## config.mk

```make
export PLATFORM = sky130hd
export DESIGN_NAME = axil_csr_top
export DESIGN_NICKNAME = d
export VERILOG_FILES = /design/src/hw/axil_pkg.sv /design/src/hw/csr_pkg.sv /design/src/hw/axil_req_capture.sv /design/src/hw/axil_csr_fsm.sv /design/src/hw/csr_timeout_timer.sv /design/src/hw/axil_resp_gen.sv /design/src/hw/csr_reg_file.sv /design/src/hw/axil_csr_top.sv
export SDC_FILE = /design/constraint.sdc
export NUM_CORES = 1
export LEC_CHECK = 0
export ABC_AREA = 1
export BUFFER_PORTS_ARGS = -buffer_cell sky130_fd_sc_hd__buf_2
export CORE_MARGIN = 2
export CORE_UTILIZATION = 40
export DETAILED_ROUTE_END_ITERATION = 10
export SLEW_MARGIN = 20
export SYNTH_ARGS = -nofsm -noshare
export SYNTH_HDL_FRONTEND = slang
export SYNTH_HIERARCHICAL = 1
export SYNTH_SLANG_ARGS = --single-unit
```

## constraint.sdc

```tcl
create_clock -name clk -period 8.1 [get_ports clk]
set_clock_uncertainty 0.2 [all_clocks]
set_input_delay 0.81 -clock clk [delete_from_list [all_inputs] [get_ports clk]]
set_output_delay 0.81 -clock clk [all_outputs]
set_load 0.01 [all_outputs]
```

## src/hw/axil_pkg.sv

```systemverilog
//////////////////////////////////////////////////////////////////////
// AXI4-Lite target port definitions: single beats only, no IDs,
// no bursts and no user signals
//////////////////////////////////////////////////////////////////////
`default_nettype none

package axil_pkg;

  localparam int AXIL_ADDR_W = 6;
  localparam int AXIL_DATA_W = 32;
  localparam int AXIL_STRB_W = AXIL_DATA_W / 8;
  localparam int AXIL_PROT_W = 3;

  typedef enum logic [1:0] {
    OKAY   = 2'b00,
    EXOKAY = 2'b01,
    SLVERR = 2'b10,
    DECERR = 2'b11
  } axil_resp_e;

  // Shared by AW and AR
  typedef struct packed {
    logic [AXIL_ADDR_W-1:0] addr;
    logic [AXIL_PROT_W-1:0] prot;
  } axil_aw_t;

  typedef struct packed {
    logic [AXIL_DATA_W-1:0] data;
    logic [AXIL_STRB_W-1:0] strb;
  } axil_w_t;

  typedef struct packed {
    logic [AXIL_DATA_W-1:0] data;
    axil_resp_e             resp;
  } axil_r_t;

endpackage

`default_nettype wire

```

## src/hw/csr_pkg.sv

```systemverilog
//////////////////////////////////////////////////////////////////////
// CSR bus definitions: word addressed, one request in flight at a time
//////////////////////////////////////////////////////////////////////
`default_nettype none

package csr_pkg;

  localparam int CSR_ADDR_W  = 4;
  localparam int CSR_DATA_W  = 32;
  localparam int CSR_STRB_W  = CSR_DATA_W / 8;
  localparam int TIMER_W     = 10;
  localparam int MAX_TIMEOUT = 1000;

  // Register file map
  localparam logic [CSR_ADDR_W-1:0] CSR_SECURE_WORD = 4'd6;
  localparam logic [CSR_ADDR_W-1:0] CSR_ID_WORD     = 4'd7;
  localparam logic [CSR_DATA_W-1:0] CSR_ID_VALUE    = 32'h0c5a_0001;

  typedef struct packed {
    logic                  write;
    logic [CSR_ADDR_W-1:0] addr;
    logic [CSR_DATA_W-1:0] wdata;
    logic [CSR_STRB_W-1:0] wstrb;
    logic                  secure;
    logic                  privileged;
  } csr_req_t;

  typedef struct packed {
    logic [CSR_DATA_W-1:0] rdata;
    logic                  slverr;
    logic                  decerr;
  } csr_resp_t;

  typedef enum logic [2:0] {IDLE, ISSUE, WAIT, ABORT_WAIT, RESPOND} bridge_state_e;

endpackage

`default_nettype wire

```

## src/hw/axil_req_capture.sv

```systemverilog
//////////////////////////////////////////////////////////////////////
// One-deep AW, W and AR slots; a write needs both AW and W held
//////////////////////////////////////////////////////////////////////
`timescale 1ns/100ps
`default_nettype none

module axil_req_capture (
  input  logic                clk,
  input  logic                rst,
  input  logic                awvalid,
  output logic                awready,
  input  axil_pkg::axil_aw_t  aw,
  input  logic                wvalid,
  output logic                wready,
  input  axil_pkg::axil_w_t   w,
  input  logic                arvalid,
  output logic                arready,
  input  axil_pkg::axil_aw_t  ar,
  input  logic                take_wr,
  input  logic                take_rd,
  output logic                wr_ready,
  output logic                rd_ready,
  output csr_pkg::csr_req_t   csr_req
);
  import axil_pkg::*;

  axil_aw_t aw_q;
  axil_aw_t ar_q;
  axil_w_t  w_q;
  logic     aw_full;
  logic     w_full;
  logic     ar_full;
  logic     aw_full_n;
  logic     w_full_n;
  logic     ar_full_n;

  // A slot fills only while its ready is high, so fill and take never overlap
  assign aw_full_n = take_wr ? 1'b0 : (aw_full || (awvalid && awready));
  assign w_full_n  = take_wr ? 1'b0 : (w_full || (wvalid && wready));
  assign ar_full_n = take_rd ? 1'b0 : (ar_full || (arvalid && arready));

  always_ff @(posedge clk) begin
    if (rst) begin
      aw_full <= 1'b0;
      w_full  <= 1'b0;
      ar_full <= 1'b0;
      awready <= 1'b0;
      wready  <= 1'b0;
      arready <= 1'b0;
      aw_q    <= '0;
      w_q     <= '0;
      ar_q    <= '0;
    end else begin
      aw_full <= aw_full_n;
      w_full  <= w_full_n;
      ar_full <= ar_full_n;
      awready <= !aw_full_n;
      wready  <= !w_full_n;
      arready <= !ar_full_n;
      if (awvalid && awready) aw_q <= aw;
      if (wvalid && wready) w_q <= w;
      if (arvalid && arready) ar_q <= ar;
    end
  end

  assign wr_ready = aw_full && w_full;
  assign rd_ready = ar_full;

  // Kind follows the take strobe that the FSM raises with the request
  always_comb begin
    csr_req.write      = take_wr;
    csr_req.addr       = take_wr ? aw_q.addr[AXIL_ADDR_W-1:2] : ar_q.addr[AXIL_ADDR_W-1:2];
    csr_req.wdata      = take_wr ? w_q.data : '0;
    csr_req.wstrb      = take_wr ? w_q.strb : '0;
    csr_req.secure     = take_wr ? !aw_q.prot[1] : !ar_q.prot[1];
    csr_req.privileged = take_wr ? aw_q.prot[0] : ar_q.prot[0];
  end

endmodule

`default_nettype wire

```

## src/hw/axil_csr_fsm.sv

```systemverilog
//////////////////////////////////////////////////////////////////////
// Bridge sequencer: one CSR request at a time, reads and writes
// alternate when both are waiting
//////////////////////////////////////////////////////////////////////
`timescale 1ns/100ps
`default_nettype none

module axil_csr_fsm (
  input  logic clk,
  input  logic rst,
  input  logic wr_ready,
  input  logic rd_ready,
  output logic take_wr,
  output logic take_rd,
  output logic csr_req_valid,
  input  logic csr_resp_valid,
  output logic csr_req_abort,
  output logic request_aborted,
  output logic resp_take,
  output logic resp_is_write,
  input  logic resp_done,
  output logic timer_clear,
  output logic timer_run,
  input  logic expired
);
  import csr_pkg::*;

  bridge_state_e state;
  bridge_state_e state_n;
  // Kind of the access in flight, also the last one served
  logic last_wr;
  logic last_wr_n;

  always_comb begin
    state_n   = state;
    last_wr_n = last_wr;
    case (state)
      IDLE: begin
        if (wr_ready && (!rd_ready || !last_wr)) begin
          state_n   = ISSUE;
          last_wr_n = 1'b1;
        end else if (rd_ready) begin
          state_n   = ISSUE;
          last_wr_n = 1'b0;
        end
      end
      ISSUE: state_n = WAIT;
      WAIT: begin
        if (csr_resp_valid) state_n = RESPOND;
        else if (expired) state_n = ABORT_WAIT;
      end
      ABORT_WAIT: begin
        if (csr_resp_valid || expired) state_n = RESPOND;
      end
      RESPOND: begin
        if (resp_done) state_n = IDLE;
      end
      default: state_n = IDLE;
    endcase
  end

  always_ff @(posedge clk) begin
    if (rst) begin
      state   <= IDLE;
      last_wr <= 1'b0;
    end else begin
      state   <= state_n;
      last_wr <= last_wr_n;
    end
  end

  // Request is issued and its capture slots released in the same cycle
  assign csr_req_valid = (state == ISSUE);
  assign take_wr       = (state == ISSUE) && last_wr;
  assign take_rd       = (state == ISSUE) && !last_wr;

  // A response in the expiry cycle wins over the timeout
  assign resp_take       = ((state == WAIT) || (state == ABORT_WAIT)) && csr_resp_valid;
  assign csr_req_abort   = (state == WAIT) && expired && !csr_resp_valid;
  assign request_aborted = (state == ABORT_WAIT) && expired && !csr_resp_valid;
  assign resp_is_write   = last_wr;

  // Restart the count on entry to WAIT and to ABORT_WAIT
  assign timer_clear = (state == ISSUE) || csr_req_abort;
  assign timer_run   = (state == WAIT) || (state == ABORT_WAIT);

endmodule

`default_nettype wire

```

## src/hw/csr_timeout_timer.sv

```systemverilog
//////////////////////////////////////////////////////////////////////
// Wait counter for CSR responses; timeout_cycles must be 1..MAX_TIMEOUT
//////////////////////////////////////////////////////////////////////
`timescale 1ns/100ps
`default_nettype none

module csr_timeout_timer (
  input  logic                     clk,
  input  logic                     rst,
  input  logic                     clear,
  input  logic                     run,
  input  logic [csr_pkg::TIMER_W-1:0] timeout_cycles,
  output logic                     expired
);
  import csr_pkg::*;

  // One spare bit so the count can pass any legal limit
  logic [TIMER_W:0] count;

  always_ff @(posedge clk) begin
    if (rst) begin
      count <= '0;
    end else if (clear) begin
      count <= '0;
    end else if (run && (count != '1)) begin
      count <= count + 1'b1;
    end
  end

  // Stays set once the limit is reached, until the next clear
  assign expired = (count >= {1'b0, timeout_cycles});

endmodule

`default_nettype wire

```

## src/hw/axil_resp_gen.sv

```systemverilog
//////////////////////////////////////////////////////////////////////
// B and R holding registers; an aborted access returns SLVERR, data 0
//////////////////////////////////////////////////////////////////////
`timescale 1ns/100ps
`default_nettype none

module axil_resp_gen (
  input  logic                 clk,
  input  logic                 rst,
  input  logic                 resp_take,
  input  logic                 request_aborted,
  input  logic                 resp_is_write,
  input  csr_pkg::csr_resp_t   csr_resp,
  output logic                 bvalid,
  input  logic                 bready,
  output axil_pkg::axil_resp_e bresp,
  output logic                 rvalid,
  input  logic                 rready,
  output axil_pkg::axil_r_t    r,
  output logic                 resp_done
);
  import axil_pkg::*;

  axil_resp_e                 code_n;
  logic [AXIL_DATA_W-1:0]     data_n;

  // DECERR has priority over SLVERR
  always_comb begin
    if (request_aborted) code_n = SLVERR;
    else if (csr_resp.decerr) code_n = DECERR;
    else if (csr_resp.slverr) code_n = SLVERR;
    else code_n = OKAY;
    data_n = request_aborted ? '0 : csr_resp.rdata;
  end

  always_ff @(posedge clk) begin
    if (rst) begin
      bvalid <= 1'b0;
      rvalid <= 1'b0;
      bresp  <= OKAY;
      r      <= '0;
    end else begin
      if (bvalid && bready) bvalid <= 1'b0;
      if (rvalid && rready) rvalid <= 1'b0;
      // The FSM waits for resp_done, so a held response is never overwritten
      if (resp_take || request_aborted) begin
        if (resp_is_write) begin
          bvalid <= 1'b1;
          bresp  <= code_n;
        end else begin
          rvalid <= 1'b1;
          r      <= '{data: data_n, resp: code_n};
        end
      end
    end
  end

  assign resp_done = (bvalid && bready) || (rvalid && rready);

endmodule

`default_nettype wire

```

## src/hw/csr_reg_file.sv

```systemverilog
//////////////////////////////////////////////////////////////////////
// CSR target: answers one cycle after a request, except words 8..11,
// which never answer
//////////////////////////////////////////////////////////////////////
`timescale 1ns/100ps
`default_nettype none

module csr_reg_file (
  input  logic               clk,
  input  logic               rst,
  input  logic               csr_req_valid,
  input  csr_pkg::csr_req_t  csr_req,
  input  logic               csr_req_abort,
  output logic               csr_resp_valid,
  output csr_pkg::csr_resp_t csr_resp
);
  import csr_pkg::*;

  // Words 0..6 are storage, word 7 is the fixed ID
  logic [CSR_DATA_W-1:0] regs [7];
  csr_resp_t             resp_n;
  logic                  wr_en;
  logic                  silent;

  assign silent = (csr_req.addr[3:2] == 2'b10);

  always_comb begin
    resp_n = '0;
    wr_en  = 1'b0;
    if (csr_req.addr[3]) begin
      resp_n.decerr = csr_req.addr[2];
    end else if (csr_req.addr == CSR_ID_WORD) begin
      if (csr_req.write) resp_n.slverr = 1'b1;
      else resp_n.rdata = CSR_ID_VALUE;
    end else if ((csr_req.addr == CSR_SECURE_WORD) && !csr_req.secure) begin
      resp_n.slverr = 1'b1;
    end else if (csr_req.write) begin
      wr_en = 1'b1;
    end else begin
      resp_n.rdata = regs[csr_req.addr[2:0]];
    end
  end

  always_ff @(posedge clk) begin
    if (rst) begin
      for (int i = 0; i < 7; i++) regs[i] <= '0;
      csr_resp_valid <= 1'b0;
      csr_resp       <= '0;
    end else begin
      // Aborts only reach the silent window, where nothing is pending
      csr_resp_valid <= csr_req_valid && !silent && !csr_req_abort;
      if (csr_req_valid) begin
        csr_resp <= resp_n;
        if (wr_en) begin
          for (int b = 0; b < CSR_STRB_W; b++) begin
            if (csr_req.wstrb[b]) regs[csr_req.addr[2:0]][8*b +: 8] <= csr_req.wdata[8*b +: 8];
          end
        end
      end
    end
  end

endmodule

`default_nettype wire

```

## src/hw/axil_csr_top.sv

```systemverilog
//////////////////////////////////////////////////////////////////////
// AXI4-Lite to CSR bridge with its register file; timeout_cycles must
// be non-zero and at most MAX_TIMEOUT
//////////////////////////////////////////////////////////////////////
`timescale 1ns/100ps
`default_nettype none

module axil_csr_top (
  input  logic                        clk,
  input  logic                        rst,
  input  logic                        awvalid,
  output logic                        awready,
  input  axil_pkg::axil_aw_t          aw,
  input  logic                        wvalid,
  output logic                        wready,
  input  axil_pkg::axil_w_t           w,
  output logic                        bvalid,
  input  logic                        bready,
  output axil_pkg::axil_resp_e        bresp,
  input  logic                        arvalid,
  output logic                        arready,
  input  axil_pkg::axil_aw_t          ar,
  output logic                        rvalid,
  input  logic                        rready,
  output axil_pkg::axil_r_t           r,
  input  logic [csr_pkg::TIMER_W-1:0] timeout_cycles
);
  import csr_pkg::*;

  logic      wr_ready;
  logic      rd_ready;
  logic      take_wr;
  logic      take_rd;
  csr_req_t  csr_req;
  logic      csr_req_valid;
  logic      csr_req_abort;
  logic      csr_resp_valid;
  csr_resp_t csr_resp;
  logic      request_aborted;
  logic      resp_take;
  logic      resp_is_write;
  logic      resp_done;
  logic      timer_clear;
  logic      timer_run;
  logic      expired;

  axil_req_capture u_capture (
    .clk, .rst, .awvalid, .awready, .aw, .wvalid, .wready, .w,
    .arvalid, .arready, .ar, .take_wr, .take_rd, .wr_ready, .rd_ready, .csr_req
  );

  axil_csr_fsm u_fsm (
    .clk, .rst, .wr_ready, .rd_ready, .take_wr, .take_rd, .csr_req_valid,
    .csr_resp_valid, .csr_req_abort, .request_aborted, .resp_take, .resp_is_write,
    .resp_done, .timer_clear, .timer_run, .expired
  );

  csr_timeout_timer u_timer (
    .clk, .rst, .clear(timer_clear), .run(timer_run), .timeout_cycles, .expired
  );

  axil_resp_gen u_resp (
    .clk, .rst, .resp_take, .request_aborted, .resp_is_write, .csr_resp,
    .bvalid, .bready, .bresp, .rvalid, .rready, .r, .resp_done
  );

  csr_reg_file u_regs (
    .clk, .rst, .csr_req_valid, .csr_req, .csr_req_abort, .csr_resp_valid, .csr_resp
  );

endmodule

`default_nettype wire

```

==> impl_metrics.tcl <==
set metrics [dict create \
    leakage_nw 8.67 \
    min_period_ns 5.20 \
    cp-startpoint "u_fsm/resp_is_write" \
    reg2regPathDepth 17 \
    diodes 0 \
    maxCapViolCount 0 \
    critPathRequiredTime_ns 8.07 \
    hold_end "u_regs/csr_resp[18]" \
    place_area_mm2 0.0189 \
    hold_class "flip-flop to flip-flop" \
    post_cts_buffers 0 \
    fin_area_mm2 0.0202 \
    grt_setup_unrepaired "false" \
    clock-sinks 396 \
    finalNonFillerCells 2807 \
    whs_path_depth 2 \
    port_buffers 103 \
    syn_avg_cell_area_um2 8.54 \
    postRouteAntennaNets 0 \
    hp-start "u_regs/csr_resp[18]" \
    power_mw 4.73 \
    hold_violations 0 \
    worst_setup_path_end_kind "flip-flop" \
    regArea_mm2 0.0102 \
    cts.repair.resized 0 \
    multi_input_area_mm2 0.00636 \
    overflow 0 \
    final.period_utilization 0.642 \
    wl_per_cell_um 16.1 \
    area_growth_pct 13.2 \
    start_util 0.404 \
    dpl_worst_slack_ns 2.92 \
    htree_levels 2 \
    grt.total_usage 0.194 \
    arrival_ns 5.18 \
    place_inst 2731 \
    setup_violations 0 \
    coreArea_mm2 0.0441 \
    reg2reg_to "u_regs/regs[4][1]" \
    reg2reg_slack_ns 2.90 \
    antenna_found_initial 0 \
    fin_nets 2265 \
    syn_inst 2086 \
    clk_path_buf_depth 3 \
    drive_gt1_frac 0.131 \
    grt_pass1_wl_mm 72.0 \
    drcViolationCount 0 \
    reg2reg_from "u_fsm/resp_is_write" \
    criticalPathCategory "flip-flop to flip-flop" \
    setup_tns_ns 0 \
    slew_violations 0 \
    final_core_util 0.457 \
    pwr_density_cell_mw_per_mm2 234 \
    cts_buffers 42 \
    die_y_um 215 \
    setup_ws_ns 2.90 \
    worstMarginPinSlew_ns 0.933 \
    cp-start-kind "flip-flop" \
    cts_tree "done" \
    status "completed" \
    place_hpwl_mm 29.2 \
    row_count 77 \
    first_pass_iters 7 \
    cts_hold_buf 0 \
    clkSlewWorstSetupHoldPaths_ns 0.06 \
    grt_max_degree 74 \
    slew_headroom 0.374 \
    synth_warnings 6 \
    num_io_pins 112 \
    fill_cells 4418 \
    vias 14100 \
    drtIter0Drc 1258 \
    insertion_delay_ns 0.54 \
    root_buffer "clkbuf_16" \
    gp_congestion 0.816 \
    syn_area_mm2 0.0178 \
    fmax_mhz 192 \
    vias_per_cell 5.03 \
    die_w_um 215 \
    die_area_mm2 0.0463 \
    cp_max_fo 52 \
    fin_hold_ws_ns 0.266 \
    totalWireLength_mm 45.3 \
    grt_pass1_vias 13700 \
    ir_drop_mv 0.121 \
]
## placed cells by master, fill, tap and decap left out, types with 2 or more instances in the layout
cell and instances:
a21oi_1 50, a221oi_1 35, a22oi_1 6, a31oi_1 7, buf_2 103, buf_4 31, clkbuf_1 20, clkbuf_16 43
clkbuf_2 2, clkbuf_8 6, clkinv_1 5, clkinv_2 3, conb_1 32, dfxtp_1 172, edfxtp_1 224, ha_1 11
inv_1 179, inv_2 44, nand2_1 435, nand2_2 33, nand3_1 80, nand3_2 3, nand4_1 8, nand4_4 3
nor2_1 439, nor2_2 3, nor2_4 6, nor3_1 68, o2111ai_1 19, o211ai_1 7, o21ai_0 107, o21ai_1 12
o21ai_2 3, o21ai_4 2, o31ai_1 2
## flip-flops by register name, summed over array words and instances, names as in the netlist
signal	flops
u_capture/arready	1
u_regs/csr_resp	34
u_capture/wready	1
u_regs/regs	256
u_capture/w_q	36
u_timer/count	11
u_resp/bvalid	1
u_resp/bresp	2
u_capture/rd_ready	1
u_capture/awready	1
u_regs/csr_resp_valid	1
u_capture/ar_q	5
u_fsm/state	3
u_resp/r	34
u_capture/w_full	1
u_capture/aw_full	1
u_resp/rvalid	1
u_capture/aw_q	5
u_fsm/resp_is_write	1
## worst max-delay path: stages, from the launching register on
cell	delay (ns)
dfxtp_1	0.57
inv_1	0.17
nor2_4	0.12
buf_4	0.47
nand2_1	0.13
o21ai_2	0.08
buf_4	0.36
inv_2	0.10
nor2_4	0.09
buf_4	0.59
nand3_1	0.26
nand4_1	0.24
nand3_2	0.11
buf_4	0.34
nand4_1	0.17
inv_2	0.10
nand2_1	0.33
nand2_1	0.36
## final cells by class
| class | instances | area share |
|---|---|---|
| Clock buffer | 71 | 0.0616 |
| Timing Repair Buffer | 134 | 0.0371 |
| Tap cell | 592 | 0.0367 |
| Multi-Input combinational cell | 1381 | 0.315 |
| Sequential cell | 396 | 0.504 |
| Clock inverter | 5 | 0.00267 |
| Inverter | 228 | 0.0424 |
## layer usage
layer  wire length [um]  track usage  vias up  share of wire
met2              21300        0.327      437           0.47
met4               1050       0.0559        0          0.023
met3               2990       0.0279       74          0.066
met1              20000        0.262     6631           0.44
met5                  0            0        -              0
li1                   -            -     6965              -
## power breakdown
part           internal [mW]  switching (mW)
logic                  0.180           0.447
registers               2.22          0.0511
clock network           1.07           0.755
total                   3.47            1.25
## worst max path at each step
stage | endpoint | slack, ns
6_report | u_regs/regs[4][1] | 2.90
5_1_grt | u_regs/regs[4][4] | 2.57
4_1_cts | u_regs/regs[4][0] | 2.90
3_5_place_dp | u_regs/regs[4][0] | 2.92
3_3_place_gp | u_regs/regs[4][0] | 3.01
2_1_floorplan | u_regs/regs[0][0] | 4.67
Power figures use the tool's default switching activity.
